**src/emesh_settings.svh**
```systemverilog
`ifndef EMESH_SETTINGS_SVH
`define EMESH_SETTINGS_SVH

//############################################################################
// Mesh packet format
//############################################################################

`define EMESH_PW        104      // Full emesh packet width

//############################################################################
// Memory array sizing
//############################################################################

`define EMESH_NODES     4        // Memory nodes behind the router
`define EMEM_DEPTH      16       // Words held by each node
`define EMEM_FIFO_DEPTH 4        // Entries in every request/response FIFO

//############################################################################
// Address map
//############################################################################

`define EMESH_BASE_ID   12'h810  // Chip id served by node 0

// Ids from EMESH_BASE_ID up to EMESH_BASE_ID+EMESH_NODES-1 map onto nodes
// in order. Anything else is dropped by the router.

`endif

```
**src/emesh_pkg.sv**
```systemverilog
package emesh_pkg;

   //#########################################################################
   // Basic mesh fields
   //#########################################################################

   typedef logic [31:0] addr_t;    // Source and destination address
   typedef logic [31:0] data_t;    // One data word
   typedef logic [11:0] chipid_t;  // Upper 12 bits of dstaddr
   typedef logic [3:0]  ctrlmode_t; // Mesh control mode
   typedef logic [1:0]  datamode_t; // Transfer size

   //#########################################################################
   // Packet layout, MSB first
   //#########################################################################

   // 104 bits in total
   //  [103:72] srcaddr
   //  [71:40]  data
   //  [39:8]   dstaddr (chip id in [39:28])
   //  [7:4]    ctrlmode
   //  [3:2]    datamode
   //  [1]      write
   //  [0]      spare
   typedef struct packed {
      addr_t     srcaddr;   // Return address for reads
      data_t     data;      // Write data or read payload
      addr_t     dstaddr;   // Target address
      ctrlmode_t ctrlmode;  // Unused by the memory
      datamode_t datamode;  // Unused by the memory
      logic      write;     // 1 for write, 0 for read
      logic      spare;     // Always zero
   } emesh_packet_t;

   // Chip id of a packet's destination
   function automatic chipid_t packet_chipid(input emesh_packet_t pkt);
      return pkt.dstaddr[31:20];  // Same as packet bits 39:28
   endfunction

endpackage

```
**src/emesh_router.sv**
```systemverilog
`include "emesh_settings.svh"

module emesh_router (
   input  logic                     ext_access,
   input  emesh_pkg::emesh_packet_t ext_packet,
   input  logic [`EMESH_NODES-1:0]  req_full,
   output logic                     rd_wait,
   output logic                     wr_wait,
   output logic [`EMESH_NODES-1:0]  req_push,
   output emesh_pkg::emesh_packet_t req_packet
);

   localparam int NW = (`EMESH_NODES > 1) ? $clog2(`EMESH_NODES) : 1;

   emesh_pkg::chipid_t chip_ofs;     // Id relative to node 0
   logic               in_range;     // Id owned by one of the nodes
   logic [NW-1:0]      target;       // Selected node
   logic               target_full;  // Selected request FIFO is full
   logic               take;         // Packet accepted this cycle

   //#########################################################################
   // Address decode
   //#########################################################################

   assign chip_ofs = emesh_pkg::packet_chipid(ext_packet) -
                     emesh_pkg::chipid_t'(`EMESH_BASE_ID);   // Wraps below base
   assign in_range = (chip_ofs < `EMESH_NODES);              // Else drop target
   assign target   = chip_ofs[NW-1:0];

   // Drop targets never wait
   assign target_full = in_range & req_full[target];

   //#########################################################################
   // Pushback and dispatch
   //#########################################################################

   // Wait only for the kind of the packet on offer
   assign rd_wait = ext_access & target_full & ~ext_packet.write;
   assign wr_wait = ext_access & target_full &  ext_packet.write;

   assign take = ext_access & in_range & ~target_full;  // Out of range just vanishes

   always_comb begin
      req_push = '0;
      if (take) begin
         req_push[target] = 1'b1;  // One node only
      end
   end

   // Shared request bus, qualified by req_push
   assign req_packet = ext_packet;

endmodule

```
**config.mk**
```make
export PLATFORM = sky130hd
export DESIGN_NAME = emesh_router
export DESIGN_NICKNAME = d
export VERILOG_FILES = /design/src/emesh_pkg.sv /design/src/emesh_router.sv
export VERILOG_INCLUDE_DIRS = /design/src
export SDC_FILE = /design/constraint.sdc
export NUM_CORES = 1
export LEC_CHECK = 0
export ABC_CLOCK_PERIOD_IN_PS = 1500
export BUFFER_PORTS_ARGS = -buffer_cell sky130_fd_sc_hd__buf_2
export CAP_MARGIN = 20
export CORE_AREA = 2 2 85 87
export DETAILED_ROUTE_END_ITERATION = 7
export DIE_AREA = 0 0 87 89
export PLACE_DENSITY_LB_ADDON = 0.1
export SKIP_LAST_GASP = 1
export SLEW_MARGIN = 10
export SYNTH_ARGS = -nofsm -noshare
export SYNTH_HDL_FRONTEND = slang
export SYNTH_SLANG_ARGS = --single-unit
```
**constraint.sdc**
```tcl
create_clock -name vclk -period 1.5
set_input_delay 0.15 -clock vclk [all_inputs]
set_output_delay 0.15 -clock vclk [all_outputs]
set_load 0.01 [all_outputs]
```
==> metrics.yaml <==
run_status:
  status: "finished with violations"
  violations: "negative setup slack"
global_routing:
  antenna_found_initial: 0
  grt_max_degree: 7
  grt_pass1_wl_um: 2570
  grt_pass1_vias: 442
  grt_use_total_pct: 4.23
  grt_overflow_total: 0
worst_setup_path:
  crit_arrival_ps: 1410
  setup.worst_path.class: "in2out"
  worstPathRequired_ps: 1350
  endpoint_kind: "output pin"
  critPathMaxFanout: 2
  crit_path_start_kind: "input pin"
yosys:
  syn_area_per_cell_um2: 7.45
  ys_seq_area_share_pct: 0
  synth_common_cells: "104 x buf_4, 3 x nor4b_1"
  synth_area_leader_cell: "buf_4"
  synthCells: 121
  syn-cell-area_um2: 901
  synth_area_leaders: "buf_4 87%, nor4b_1 2.9%, mux4_2 2.5%, or4_1 1.7%, nor4_1 1.4%"
  postSynthNetCount: 230
  ys_warn_count: 0
  synth_cell_types: 12
  synth_top_area_share_pct: 86.7
  yosys.cell_count.top_type: "buf_4"
cells_and_area:
  drive_gt1_share_pct: 89.1
  antenna_cells: 0
  final_util_pct: 7.26
  nets: 166
  nFlopsAndLatches: 0
  multi_input_area_um2: 171
  num-fill-cells: 778
  nClkBuffers: 0
  areaGrowthSynthToFinish_pct: -45.8
  final_area_um2: 488
  seq_area_um2: 0
floorplanning:
  core_area_um2: 6720
  die-width_um: 87
  io_pins: 219
  fp.dieH_um: 89
  floorplan.rows: 30
  initial_core_util_pct: 13.4
  dieArea_um2: 7740
sta:
  min_period_ps: 1560
  worst_pin_slew_ps: 196
  max_slew_margin_pct: 86.8
  slew_violations: 0
  fmax_ghz: 0.639
  rsz0062_at_grt: "yes"
  period_share_pct: 104
  finalHoldViolations: 0
  fin_ws_ps: -63.8
  finalSetupViolations: 1
routing:
  initialDrtViolationCount: 2
  wl_per_cell_um: 15.0
  wl_um: 2030
  drt_pass1_iterations: 3
  ant_nets: 0
  drc_errors: 0
  via_per_inst: 2.93
  dr_total_vias: 395
power_and_ir_drop:
  vdd_drop_max_uv: 31.3
  powerDensity_nw_per_um2: 170
  leakagePower_nw: 0.206
place:
  place_hpwl_um: 1750
  io_buffers: 37
  post_dp_cell_area_um2: 418
  gp_congestion: 0.614
job:
  maxCapViolations: 0
clock_network:
  post-cts-setup-buffer-count: 0
min_path:
  hp-class: "in2out"
## layer usage
| metal | GRT usage [%] | vias up | wire length [um] |
|---|---|---|---|
| li1 | - | 145 | - |
| met1 | 2.30 | 155 | 316 |
| met2 | 7.15 | 67 | 984 |
| met3 | 2.77 | 28 | 432 |
| met4 | 6.39 | 0 | 295 |
| met5 | 0 | - | 0 |
## stage by stage
stage / hold WS, ps / power (mW) / TNS (ps) / setup slack, ps / std cells
5_1_grt: 300 / 0.0917 / -237 / -101 / 135
2_1_floorplan: 351 / 0.299 / 0 / 7.11 / 121
4_1_cts: 300 / 0.0814 / -119 / -91.9 / 135
3_5_place_dp: 300 / 0.0740 / -482 / -141 / 135
3_3_place_gp: 300 / 0.0773 / -468 / -186 / 135
6_report: 300 / 0.0828 / -63.8 / -63.8 / 135
## final cells by class
class	instances	area share (%)
Inverter	1	0.769
Multi-Input combinational cell	15	35.1
Tap cell	80	20.5
Timing Repair Buffer	39	43.6
## worst max-delay path: stages
cell and delay, ps:
buf_6 90, or4_4 530, or4_4 440, nor2_4 100, buf_6 100
## repair_timing
| item | 4_1_cts | 5_1_grt |
|---|---|---|
| hold buffers | 0 | 0 |
| resized for setup | 8 | 4 |
| setup endpoints to repair | 5 | 6 |
## power breakdown
part / internal, mW / switching (mW)
sequential: 0 / 0
clock: 0 / 0
combinational: 0.0430 / 0.0399
total: 0.0430 / 0.0399
## cells in the final DEF (no fill, tap or decap)
master,count
buf_2,35
nor4b_2,2
or4_4,2
nand2_1,2
nor4_2,2
buf_6,2
buf_4,2
nand4b_1,1
nor2_1,1
nor3_2,1
nand2b_1,1
nor2_4,1
inv_1,1
mux4_2,1
nor4b_4,1
## final timing paths
check	end	start	depth (start not counted)	slack (ps)
worst max-delay path	req_push[0]	ext_packet[35]	5	-60
worst min-delay path	req_packet[22]	ext_packet[22]	0	300
## kinds of logic after synthesis
group / synth area share (%)
and+or+nand+nor: 9.86
buffers and inverters: 87.6
muxes: 2.50
No activity file was read; power rests on OpenSTA's default activity.
