### src/emesh_settings.svh
`ifndef EMESH_SETTINGS_SVH
`define EMESH_SETTINGS_SVH

//############################################################################
// Mesh packet format
//############################################################################

`define EMESH_PW        104      // Full emesh packet width

//############################################################################
// Memory array sizing
//############################################################################

`define EMESH_NODES     4        // Memory nodes behind the router
`define EMEM_DEPTH      16       // Words held by each node
`define EMEM_FIFO_DEPTH 4        // Entries in every request/response FIFO

//############################################################################
// Address map
//############################################################################

`define EMESH_BASE_ID   12'h810  // Chip id served by node 0

// Ids from EMESH_BASE_ID up to EMESH_BASE_ID+EMESH_NODES-1 map onto nodes
// in order. Anything else is dropped by the router.

`endif

### src/emesh_pkg.sv
package emesh_pkg;

   //#########################################################################
   // Basic mesh fields
   //#########################################################################

   typedef logic [31:0] addr_t;    // Source and destination address
   typedef logic [31:0] data_t;    // One data word
   typedef logic [11:0] chipid_t;  // Upper 12 bits of dstaddr
   typedef logic [3:0]  ctrlmode_t; // Mesh control mode
   typedef logic [1:0]  datamode_t; // Transfer size

   //#########################################################################
   // Packet layout, MSB first
   //#########################################################################

   // 104 bits in total
   //  [103:72] srcaddr
   //  [71:40]  data
   //  [39:8]   dstaddr (chip id in [39:28])
   //  [7:4]    ctrlmode
   //  [3:2]    datamode
   //  [1]      write
   //  [0]      spare
   typedef struct packed {
      addr_t     srcaddr;   // Return address for reads
      data_t     data;      // Write data or read payload
      addr_t     dstaddr;   // Target address
      ctrlmode_t ctrlmode;  // Unused by the memory
      datamode_t datamode;  // Unused by the memory
      logic      write;     // 1 for write, 0 for read
      logic      spare;     // Always zero
   } emesh_packet_t;

   // Chip id of a packet's destination
   function automatic chipid_t packet_chipid(input emesh_packet_t pkt);
      return pkt.dstaddr[31:20];  // Same as packet bits 39:28
   endfunction

endpackage

### src/emem_pkg.sv
`include "emesh_settings.svh"

package emem_pkg;

   //#########################################################################
   // Memory node types
   //#########################################################################

   // Word index from dstaddr[5:2], sized by node depth
   typedef logic [$clog2(`EMEM_DEPTH)-1:0] word_idx_t;

   // Node index, sized by node count
   typedef logic [$clog2(`EMESH_NODES)-1:0] node_idx_t;

   // Read response as held in the node response FIFO
   typedef struct packed {
      emesh_pkg::addr_t dstaddr;  // Copied from request srcaddr
      emesh_pkg::data_t data;     // Stored word
   } rresp_t;

   // Word index taken from a byte address
   function automatic word_idx_t addr_word(input emesh_pkg::addr_t addr);
      return addr[2 +: $bits(word_idx_t)];  // Word aligned, drop byte bits
   endfunction

endpackage

### src/resp_arbiter.sv
`include "emesh_settings.svh"

module resp_arbiter (
   input  logic                     clkin,
   input  logic                     reset,
   input  logic [`EMESH_NODES-1:0]  rsp_valid,
   input  emem_pkg::rresp_t         rsp_data [`EMESH_NODES],
   input  logic                     resp_wait,
   output logic [`EMESH_NODES-1:0]  rsp_pop,
   output logic                     dut_access,
   output emesh_pkg::emesh_packet_t dut_packet
);

   emem_pkg::node_idx_t      last_grant;  // Round-robin pointer
   emem_pkg::node_idx_t      grant;       // Winner this cycle
   logic                     found;       // Any node has a response
   logic                     load;        // Output register may take new data
   emesh_pkg::emesh_packet_t pkt_next;    // Rebuilt response packet

   //#########################################################################
   // Round-robin pick, starting after the last grant
   //#########################################################################

   always_comb begin
      found = 1'b0;
      grant = last_grant;
      for (int i = 1; i <= `EMESH_NODES; i++) begin
         if (!found && rsp_valid[(int'(last_grant) + i) % `EMESH_NODES]) begin
            found = 1'b1;
            grant = emem_pkg::node_idx_t'((int'(last_grant) + i) % `EMESH_NODES);
         end
      end
   end

   // Output register free or not held
   assign load = ~dut_access | ~resp_wait;

   assign rsp_pop = (load & found) ? (`EMESH_NODES'(1) << grant) : '0;

   //#########################################################################
   // Response packet
   //#########################################################################

   always_comb begin
      pkt_next         = '0;                      // Src, modes zero
      pkt_next.dstaddr = rsp_data[grant].dstaddr;
      pkt_next.data    = rsp_data[grant].data;
      pkt_next.write   = 1'b1;                    // Responses travel as writes
   end

   always_ff @(posedge clkin or posedge reset) begin
      if (reset) begin
         dut_access <= 1'b0;
         last_grant <= emem_pkg::node_idx_t'(`EMESH_NODES-1);  // Node 0 first
      end else if (load) begin
         dut_access <= found;
         if (found) begin
            last_grant <= grant;
         end
      end
   end

   // Holds while resp_wait stalls a valid output
   always_ff @(posedge clkin) begin
      if (load & found) begin
         dut_packet <= pkt_next;
      end
   end

endmodule

### config.mk
export PLATFORM = sky130hd
export DESIGN_NAME = resp_arbiter
export DESIGN_NICKNAME = d
export VERILOG_FILES = /design/src/emesh_pkg.sv /design/src/emem_pkg.sv /design/src/resp_arbiter.sv
export VERILOG_INCLUDE_DIRS = /design/src
export SDC_FILE = /design/constraint.sdc
export NUM_CORES = 1
export LEC_CHECK = 0
export BUFFER_PORTS_ARGS = -buffer_cell sky130_fd_sc_hd__buf_2
export CAP_MARGIN = 15
export CORE_AREA = 2 2 144 146
export DETAILED_ROUTE_END_ITERATION = 12
export DIE_AREA = 0 0 146 148
export GPL_ROUTABILITY_DRIVEN = 0
export PLACE_DENSITY_LB_ADDON = 0.1
export SYNTH_ARGS = -nofsm -noshare
export SYNTH_HDL_FRONTEND = slang
export SYNTH_SLANG_ARGS = --single-unit
### constraint.sdc
create_clock -name clkin -period 2.62 [get_ports clkin]
set_input_delay 0.131 -clock clkin [delete_from_list [all_inputs] [get_ports clkin]]
set_output_delay 0.131 -clock clkin [all_outputs]
set_load 0.02 [all_outputs]
==> results.json <==
{
  "cp_max_fo": 81,
  "die-area_sq_um": 21600,
  "place_ws_ns": 0.381,
  "io_pins": 372,
  "gr-total-overflow": 0,
  "ys_ff_latch": 67,
  "grt_pass1_wl_um": 35200,
  "synth_top_cells_by_area": "edfxtp_1 (31%), a32oi_1 (18%), a211oi_1 (15%)",
  "drive_gt1_frac": 0.392,
  "slew_headroom": 0.594,
  "synth_edf_count": 64,
  "worst_pin_slew_ns": 0.609,
  "synth_top_area_share": 0.310,
  "grt_pass1_vias": 6371,
  "seqCellArea_sq_um": 2000,
  "synth_compound_area_frac": 0.347,
  "syn_inst": 684,
  "slew_viol_final": 0,
  "final.fill_count": 2159,
  "wl_um": 23000,
  "numCtsBuffers": 9,
  "rsz0062_at_grt": "false",
  "final_common_cell": "buf_2",
  "multiInputGateArea_sq_um": 3120,
  "start_kind": "flip-flop",
  "area.growth.synth_to_final_pct": 32.5,
  "grt_use_total": 0.204,
  "die_w_um": 146,
  "worstPathCellList": "or3b_1 > o31a_2 > buf_12 > and2_1 > and3_1 > buf_2",
  "die_y_um": 148,
  "grt_start_max_net_pins": 129,
  "setup_violations": 0,
  "dr_total_vias": 6438,
  "clk-insertion-delay-late_ns": 0.33,
  "ir_drop_uv": 691,
  "setup_slack_ns": 0.207,
  "fmax_mhz": 415,
  "avgSynthCellArea_sq_um": 9.07,
  "clock-root-buffer": "clkbuf_16",
  "final_antenna_net_count": 0,
  "synth_area_leader_cell": "edfxtp_1",
  "cts_resized": 0,
  "start_util": 0.310,
  "dp.final_hpwl_um": 15200,
  "cellPowerDensity_nw_per_um2": 952,
  "nets": 1216,
  "crit_family": "flip-flops",
  "worst-endpoint-arrival_ns": 2.28,
  "skew_ns": 0.00754,
  "rows": 52,
  "hold_class": "in2reg",
  "syn_area_sq_um": 6200,
  "synth_simple_gate_area_frac": 0.0178,
  "synthFlopType": "edfxtp_1",
  "drt_iter0_markers": 302,
  "ys_warn_count": 0,
  "yosysUniqueCellTypes": 32,
  "crit_slowest_cell": "dfstp_2",
  "clock-sinks": 67,
  "critPathCaptureType": "output pin",
  "core_area_sq_um": 20000,
  "h-tree-depth": 3,
  "maxCapViolCount": 0,
  "async_flop_share": 0.0448,
  "synthXorXnorAreaFrac": 0,
  "hold_viol": 0,
  "cts_buffer_depth": 2,
  "synth_mux_area_frac": 0.105,
  "path_clk_slew_ns": 0.06,
  "setup_tns_ns": 0,
  "cp.required_ns": 2.49,
  "drc": 0,
  "routedWlPerCell_um": 18.7,
  "grt_antenna_before_repair": 2,
  "slowest_delay_ns": 0.68,
  "cts_tree": "yes",
  "min_period_over_period": 0.921,
  "status": "finished, final reports clean",
  "portBuffers": 331,
  "firstDrtPassIters": 6,
  "total_leakage_power_nw": 3.97,
  "synth_top_family_by_area": "compound AO/OA/AOI/OAI gates",
  "layout_common_cells": "buf_2 (331), inv_1 (130), a211oi_1 (128), a32oi_1 (128), mux2i_1 (65)",
  "crit_type": "reg2out",
  "synth_fa_ha_area_frac": 0,
  "ys_seq_area_frac": 0.322,
  "min_period_ns": 2.41,
  "routed_via_density": 5.23,
  "cp_num_buf_inv": 2
}
-- registers in the layout, summed over array words and instances (netlist names) --
register,cells
dut_packet,64
last_grant,2
dut_access,1
-- power breakdown --
part	internal (mW)	switching [mW]
Clock	0.789	0.463
Combinational	1.75	2.91
Sequential	1.79	0.123
-- synth_stat cells, types with 5 or more instances --
| cell type | number |
|---|---|
| buf_6 | 14 |
| mux2i_1 | 65 |
| clkbuf_1 | 49 |
| buf_2 | 24 |
| inv_1 | 131 |
| a211oi_1 | 128 |
| buf_1 | 5 |
| edfxtp_1 | 64 |
| a32oi_1 | 128 |
| nand2_1 | 6 |
| buf_4 | 41 |
-- cell families after synthesis --
logic type	Yosys count
buffers and inverters	265
AND/OR/NAND/NOR	20
other	2
AO/OA/AOI/OAI	265
flip-flops	67
multiplexers	65
-- tightest hold or removal path, cell delays in order --
cell,delay (ns)
buf_2,0.12
nor4_1,0.07
nand2_1,0.06
-- layout make-up --
class                           instances  area share
Tap cell                              270      0.0411
Multi-Input combinational cell        390       0.379
Clock inverter                          2     0.00426
Inverter                              132      0.0604
Timing Repair Buffer                  353       0.239
Sequential cell                        67       0.243
Antenna cell                            2    0.000609
Clock buffer                           14      0.0321
-- layer usage --
layer	track usage	part of all wire	routed length, um	vias up
li1	-	-	-	3106
met1	0.251	0.41	9340	3004
met2	0.350	0.49	11300	285
met3	0.0426	0.072	1670	43
met4	0.0782	0.030	683	0
met5	0	0	0	-
-- final timing paths --
path / startpoint / to / slack (ns) / cells past startpoint
worst max-delay path: last_grant[1]$_DFFE_PP1P_ / rsp_pop[0] / 0.21 / 6
worst min-delay path: rsp_valid[0] / dut_access$_DFFE_PP0P_ / 0.09 / 3
worst max register to register: last_grant[1]$_DFFE_PP1P_ / dut_packet[45]$_DFFE_PP_ / 0.46 / 6
worst min register to register: dut_access$_DFFE_PP0P_ / dut_access$_DFFE_PP0P_ / 0.49 / 2
max in group asynchronous: reset / last_grant[1]$_DFFE_PP1P_ / 2.18 / 3
min in group asynchronous: reset / dut_access$_DFFE_PP0P_ / 0.23 / 3
-- repair_timing --
item | CTS | global route
endpoints found under the hold margin | 4 | 0
hold buffers | 2 | 0
setup buffers | 0 | 3
endpoints found under the setup margin | 0 | 2
-- metrics by stage --
step / cell area, sq um / hold WS [ns] / instances / util / total power [mW]
after floorplan: 6340 / -0.117 / 722 / - / 5.31
after global placement: 7870 / 0.00423 / 1207 / 0.393 / 6.57
after detailed placement: 7870 / 0.000784 / 1207 / 0.393 / 6.61
after CTS: 8190 / 0.0744 / 1225 / 0.409 / 7.90
after global routing: 8220 / 0.101 / 1230 / 0.410 / 8.33
final: 8220 / 0.0913 / 1230 / 0.410 / 7.82
Power figures use the tool's default switching activity.
