<file path="src/emesh_settings.svh">
`ifndef EMESH_SETTINGS_SVH
`define EMESH_SETTINGS_SVH

//############################################################################
// Mesh packet format
//############################################################################

`define EMESH_PW        104      // Full emesh packet width

//############################################################################
// Memory array sizing
//############################################################################

`define EMESH_NODES     4        // Memory nodes behind the router
`define EMEM_DEPTH      16       // Words held by each node
`define EMEM_FIFO_DEPTH 4        // Entries in every request/response FIFO

//############################################################################
// Address map
//############################################################################

`define EMESH_BASE_ID   12'h810  // Chip id served by node 0

// Ids from EMESH_BASE_ID up to EMESH_BASE_ID+EMESH_NODES-1 map onto nodes
// in order. Anything else is dropped by the router.

`endif

</file>
<file path="src/emesh_pkg.sv">
package emesh_pkg;

   //#########################################################################
   // Basic mesh fields
   //#########################################################################

   typedef logic [31:0] addr_t;    // Source and destination address
   typedef logic [31:0] data_t;    // One data word
   typedef logic [11:0] chipid_t;  // Upper 12 bits of dstaddr
   typedef logic [3:0]  ctrlmode_t; // Mesh control mode
   typedef logic [1:0]  datamode_t; // Transfer size

   //#########################################################################
   // Packet layout, MSB first
   //#########################################################################

   // 104 bits in total
   //  [103:72] srcaddr
   //  [71:40]  data
   //  [39:8]   dstaddr (chip id in [39:28])
   //  [7:4]    ctrlmode
   //  [3:2]    datamode
   //  [1]      write
   //  [0]      spare
   typedef struct packed {
      addr_t     srcaddr;   // Return address for reads
      data_t     data;      // Write data or read payload
      addr_t     dstaddr;   // Target address
      ctrlmode_t ctrlmode;  // Unused by the memory
      datamode_t datamode;  // Unused by the memory
      logic      write;     // 1 for write, 0 for read
      logic      spare;     // Always zero
   } emesh_packet_t;

   // Chip id of a packet's destination
   function automatic chipid_t packet_chipid(input emesh_packet_t pkt);
      return pkt.dstaddr[31:20];  // Same as packet bits 39:28
   endfunction

endpackage

</file>
<file path="src/emem_pkg.sv">
`include "emesh_settings.svh"

package emem_pkg;

   //#########################################################################
   // Memory node types
   //#########################################################################

   // Word index from dstaddr[5:2], sized by node depth
   typedef logic [$clog2(`EMEM_DEPTH)-1:0] word_idx_t;

   // Node index, sized by node count
   typedef logic [$clog2(`EMESH_NODES)-1:0] node_idx_t;

   // Read response as held in the node response FIFO
   typedef struct packed {
      emesh_pkg::addr_t dstaddr;  // Copied from request srcaddr
      emesh_pkg::data_t data;     // Stored word
   } rresp_t;

   // Word index taken from a byte address
   function automatic word_idx_t addr_word(input emesh_pkg::addr_t addr);
      return addr[2 +: $bits(word_idx_t)];  // Word aligned, drop byte bits
   endfunction

endpackage

</file>
<file path="src/packet_fifo.sv">
`include "emesh_settings.svh"

module packet_fifo #(
   parameter type payload_t = emesh_pkg::emesh_packet_t
) (
   input  logic     clkin,
   input  logic     reset,
   input  logic     push,
   input  payload_t push_data,
   input  logic     pop,
   output payload_t pop_data,
   output logic     empty,
   output logic     full
);

   localparam int DEPTH = `EMEM_FIFO_DEPTH;
   localparam int AW    = (DEPTH > 1) ? $clog2(DEPTH) : 1;

   payload_t      mem [DEPTH];  // Entry storage
   logic [AW-1:0] wr_ptr;       // Next slot to fill
   logic [AW-1:0] rd_ptr;       // Current head
   logic [AW:0]   count;        // Entries held
   logic          do_push;
   logic          do_pop;

   assign do_push = push & ~full;   // Overflow ignored
   assign do_pop  = pop & ~empty;   // Underflow ignored

   assign empty    = (count == '0);
   assign full     = (count == (AW+1)'(DEPTH));
   assign pop_data = mem[rd_ptr];   // Head visible without a pop

   // Storage
   always_ff @(posedge clkin) begin
      if (do_push) begin
         mem[wr_ptr] <= push_data;
      end
   end

   // Pointers and fill level
   always_ff @(posedge clkin or posedge reset) begin
      if (reset) begin
         wr_ptr <= '0;
         rd_ptr <= '0;
         count  <= '0;
      end else begin
         if (do_push) begin
            wr_ptr <= (wr_ptr == AW'(DEPTH-1)) ? '0 : wr_ptr + 1'b1;  // Wrap
         end
         if (do_pop) begin
            rd_ptr <= (rd_ptr == AW'(DEPTH-1)) ? '0 : rd_ptr + 1'b1;  // Wrap
         end
         case ({do_push, do_pop})
            2'b10:   count <= count + 1'b1;
            2'b01:   count <= count - 1'b1;
            default: count <= count;  // Both or neither
         endcase
      end
   end

endmodule

</file>
<file path="src/emem_node.sv">
`include "emesh_settings.svh"

module emem_node (
   input  logic                     clkin,
   input  logic                     reset,
   input  logic                     req_push,
   input  emesh_pkg::emesh_packet_t req_packet,
   output logic                     req_full,
   input  logic                     rsp_pop,
   output logic                     rsp_valid,
   output emem_pkg::rresp_t         rsp_data
);

   emesh_pkg::emesh_packet_t req_head;   // Oldest request
   logic                     req_empty;
   logic                     req_pop;
   logic                     head_vld;   // Head seen for a full cycle
   emem_pkg::word_idx_t      widx;       // Word addressed by head
   emesh_pkg::data_t         words [`EMEM_DEPTH];
   logic                     rsp_push;
   emem_pkg::rresp_t         rsp_next;   // Response built from head
   logic                     rsp_empty;
   logic                     rsp_full;

   //#########################################################################
   // Request queue
   //#########################################################################

   packet_fifo #(
      .payload_t (emesh_pkg::emesh_packet_t)
   ) u_req_fifo (
      .clkin     (clkin),
      .reset     (reset),
      .push      (req_push),
      .push_data (req_packet),
      .pop       (req_pop),
      .pop_data  (req_head),
      .empty     (req_empty),
      .full      (req_full)
   );

   // Head is served one cycle after it shows up
   always_ff @(posedge clkin or posedge reset) begin
      if (reset) begin
         head_vld <= 1'b0;
      end else begin
         head_vld <= ~req_empty & ~req_pop;  // Next head needs its own cycle
      end
   end

   // Reads stall on a full response queue, writes never do
   assign req_pop = head_vld & (req_head.write | ~rsp_full);
   assign widx    = emem_pkg::addr_word(req_head.dstaddr);

   //#########################################################################
   // Word storage
   //#########################################################################

   always_ff @(posedge clkin or posedge reset) begin
      if (reset) begin
         words <= '{default: '0};  // Memory reads zero after reset
      end else if (req_pop & req_head.write) begin
         words[widx] <= req_head.data;
      end
   end

   //#########################################################################
   // Response queue
   //#########################################################################

   assign rsp_push         = req_pop & ~req_head.write;
   assign rsp_next.dstaddr = req_head.srcaddr;  // Reply goes back to source
   assign rsp_next.data    = words[widx];

   packet_fifo #(
      .payload_t (emem_pkg::rresp_t)
   ) u_rsp_fifo (
      .clkin     (clkin),
      .reset     (reset),
      .push      (rsp_push),
      .push_data (rsp_next),
      .pop       (rsp_pop),
      .pop_data  (rsp_data),
      .empty     (rsp_empty),
      .full      (rsp_full)
   );

   assign rsp_valid = ~rsp_empty;

endmodule

</file>
<file path="config.mk">
export PLATFORM = sky130hd
export DESIGN_NAME = emem_node
export DESIGN_NICKNAME = d
export VERILOG_FILES = /design/src/emesh_pkg.sv /design/src/emem_pkg.sv /design/src/packet_fifo.sv /design/src/emem_node.sv
export VERILOG_INCLUDE_DIRS = /design/src
export SDC_FILE = /design/constraint.sdc
export NUM_CORES = 1
export LEC_CHECK = 0
export ABC_AREA = 1
export BUFFER_PORTS_ARGS = -buffer_cell sky130_fd_sc_hd__buf_2
export CAP_MARGIN = 15
export CORE_ASPECT_RATIO = 1.2
export CORE_MARGIN = 3
export CORE_UTILIZATION = 35
export CTS_CLUSTER_DIAMETER = 200
export DETAILED_ROUTE_END_ITERATION = 16
export PLACE_DENSITY_LB_ADDON = 0.15
export SYNTH_ARGS = -nofsm -noshare
export SYNTH_HDL_FRONTEND = slang
export SYNTH_SLANG_ARGS = --single-unit
</file>
<file path="constraint.sdc">
create_clock -name clkin -period 22.8 [get_ports clkin]
set_clock_uncertainty 0.15 [all_clocks]
set_input_delay 4.56 -clock clkin [delete_from_list [all_inputs] [get_ports clkin]]
set_output_delay 4.56 -clock clkin [all_outputs]
set_load 0.1 [all_outputs]
</file>
==> results.py <==
metrics = {
    "yosys": {
        "synth-seq-cells": 1059,
        "avgSynthCellArea_um2": 9.71,
        "synthAdderAreaFrac": 0.00417,
        "ys_seq_area_frac": 0.640,
        "syn-num-nets": 4814,
        "synthMuxAreaShare": 0,
        "synth_cells": 4692,
        "syn_area_mm2": 0.0456,
        "yosysUniqueCellTypes": 34,
        "synth_compound_area_frac": 0.110,
        "synth-simple-area-share": 0.198,
        "synth_top_family_by_area": "simple AND/OR/NAND/NOR gates",
        "yosysWarnings": 0,
        "synth-xor-area-share": 0.000769,
    },
    "critical_path": {
        "r2r_start": "u_req_fifo.rd_ptr[0]",
        "reg2reg_depth": 15,
        "crit_required_ps": 18090,
        "cp_max_fo": 92,
        "crit_path_end_kind": "primary output",
        "crit_start": "u_rsp_fifo.rd_ptr[0]",
        "crit_path_start_kind": "flop",
        "crit_arrival_ps": 3660,
        "path_class": "flop to primary output",
    },
    "route": {
        "drtPass1Iterations": 5,
        "drt_wl_total_um": 128000,
        "vias": 31800,
        "via_per_inst": 4.94,
        "ant_nets": 0,
        "wl_per_cell_um": 19.8,
        "drc": 0,
        "initialDrtViolationCount": 2152,
    },
    "worst_hold_path": {
        "hold_depth": 1,
        "hold_start": "u_req_fifo.count[0]",
        "min_path_type": "flop to flop",
    },
    "clocking": {
        "cts.sinks": 1059,
        "numCtsBuffers": 109,
        "htree_levels": 3,
        "postCtsHoldBufs": 0,
        "cts_buffer_depth": 3,
        "cts_setup_buffers": 0,
        "clk_pin_slew_worst_paths_ps": 60,
        "cts_resized": 0,
        "cts_tree": "done",
        "root_buffer": "clkbuf_16",
        "clock_latency_ps": 710,
    },
    "sta": {
        "finalSetupViolCount": 0,
        "rsz0062_at_grt": "false",
        "max_slew_margin": 0.251,
        "hold_slack_ps": 329,
        "worst_slew_pin_slew_ps": 1120,
        "hold_viol_final": 0,
        "fin_ws_ps": 14430,
        "min_period_over_period": 0.367,
        "min_period_ps": 8370,
        "final.setup.tns_ps": 0,
        "maxSlewViolCount": 0,
        "max_freq_mhz": 120,
    },
    "floorplanning": {
        "initial_core_util": 0.354,
        "die_x_um": 335,
        "dieArea_mm2": 0.135,
        "dieHeight_um": 401,
        "core_mm2": 0.129,
        "io_pins": 174,
        "row_count": 144,
    },
    "placement": {
        "pre_cts_ws_ps": 14710,
        "place_hpwl_um": 69500,
        "io_buffers": 138,
        "gp_congestion": 0.723,
    },
    "grt": {
        "grt_max_degree": 103,
        "antenna_found_initial": 24,
        "grt_first_pass_wirelength_um": 197000,
        "grt_overflow": 0,
        "track_usage": 0.191,
        "grt_pass1_vias": 31300,
    },
    "outcome": {
        "outcome": "finished clean",
    },
    "finish": {
        "nets": 4785,
        "layout-drive-gt1-share": 0.0906,
        "syn2layout_area_growth_pct": 12.2,
    },
    "run": {
        "drv_cap": 0,
    },
}
[sequential cells by signal (all words and copies together) (netlist names), 2 cells and up]
register / cells
words: 512
u_req_fifo.mem: 276
u_rsp_fifo.mem: 256
u_req_fifo.count: 3
u_rsp_fifo.count: 3
u_req_fifo.rd_ptr: 2
u_req_fifo.wr_ptr: 2
u_rsp_fifo.rd_ptr: 2
u_rsp_fifo.wr_ptr: 2
[metal layers]
layer  wire length [µm]  GRT usage  vias up
met1              56000      0.249    15500
li1                   -          -    15600
met2              62800      0.328      534
met4               3250     0.0584       26
met5                169          0        -
met3               5400     0.0283      167
[critical path, cell delays in order, from the launching register on]
cell     delay, ps
dfrtp_4        670
inv_4          390
buf_4          800
o21ai_0        170
o22ai_1        310
buf_2          500
[placed cells by master (no fill, tap or decap), types with 14 or more instances in the layout]
cell and instances:
a21oi_1 355, clkinv_1 16, buf_2 138, o21a_1 96
edfxtp_1 532, clkbuf_16 109, nand3_1 263, o22ai_1 128
clkbuf_8 14, buf_4 61, clkinv_2 18, inv_1 119
bufinv_16 14, clkbuf_1 16, dfrtp_1 523, nor2_1 616
nand2_1 1309, o21ai_0 322
[area by class of cell]
class | instances | area [µm²]
Clock buffer | 139 | 2980
Multi-Input combinational cell | 3163 | 14400
Timing Repair Buffer | 199 | 1150
Tap cell | 1679 | 2100
Antenna cell | 9 | 22.5
Inverter | 131 | 507
Clock inverter | 65 | 795
Sequential cell | 1059 | 29200
Fill cell | 12800 | 77700
[path summary, 6_finish.rpt]
| check | slack (ps) | to |
|---|---|---|
| max | 14430 | rsp_data[22] |
| min in group asynchronous | 3790 | u_rsp_fifo.count[2] |
| max reg2reg | 17400 | u_rsp_fifo.mem[3][28] |
| min reg2reg | 330 | u_req_fifo.count[0] |
| max in group asynchronous | 15730 | words[334] |
| min | 330 | u_req_fifo.count[0] |
[through the flow]
step / std cells / area (µm²) / utilization
4_1_cts: 6435 / 51100 / 0.397
5_1_grt: 6437 / 51100 / 0.397
3_5_place_dp: 6231 / 47300 / 0.367
6_report: 6444 / 51100 / 0.397
2_1_floorplan: 4692 / 45600 / -
3_3_place_gp: 6231 / 47300 / 0.367
[kinds of logic after synthesis]
| family | after synthesis |
|---|---|
| flops | 1059 |
| fa+ha+maj | 14 |
| simple gates | 2229 |
| compound gates | 916 |
| buf+inv | 470 |
| xor+xnor | 4 |
[Yosys cell counts (all sizes together)]
library cell / count / area (µm²)
inv: 131 / 492
buf: 184 / 1060
ha: 12 / 150
xor2: 2 / 17.5
edfxtp: 532 / 16000
nor2: 641 / 2630
clkbuf: 155 / 582
nand4: 2 / 33.8
nand2: 1315 / 4960
fa: 2 / 40.0
xnor2: 2 / 17.5
a21oi: 360 / 1820
o22ai: 128 / 801
nor3: 1 / 5.00
and2: 1 / 6.26
o21a: 96 / 721
dfrtp: 527 / 13200
o21ai: 331 / 1660
nand3: 269 / 1400
a31oi: 1 / 6.26
Power is left out: the tool's default activity adds up to more than one toggle a clock period on the data nets, which glitch-free logic cannot reach.
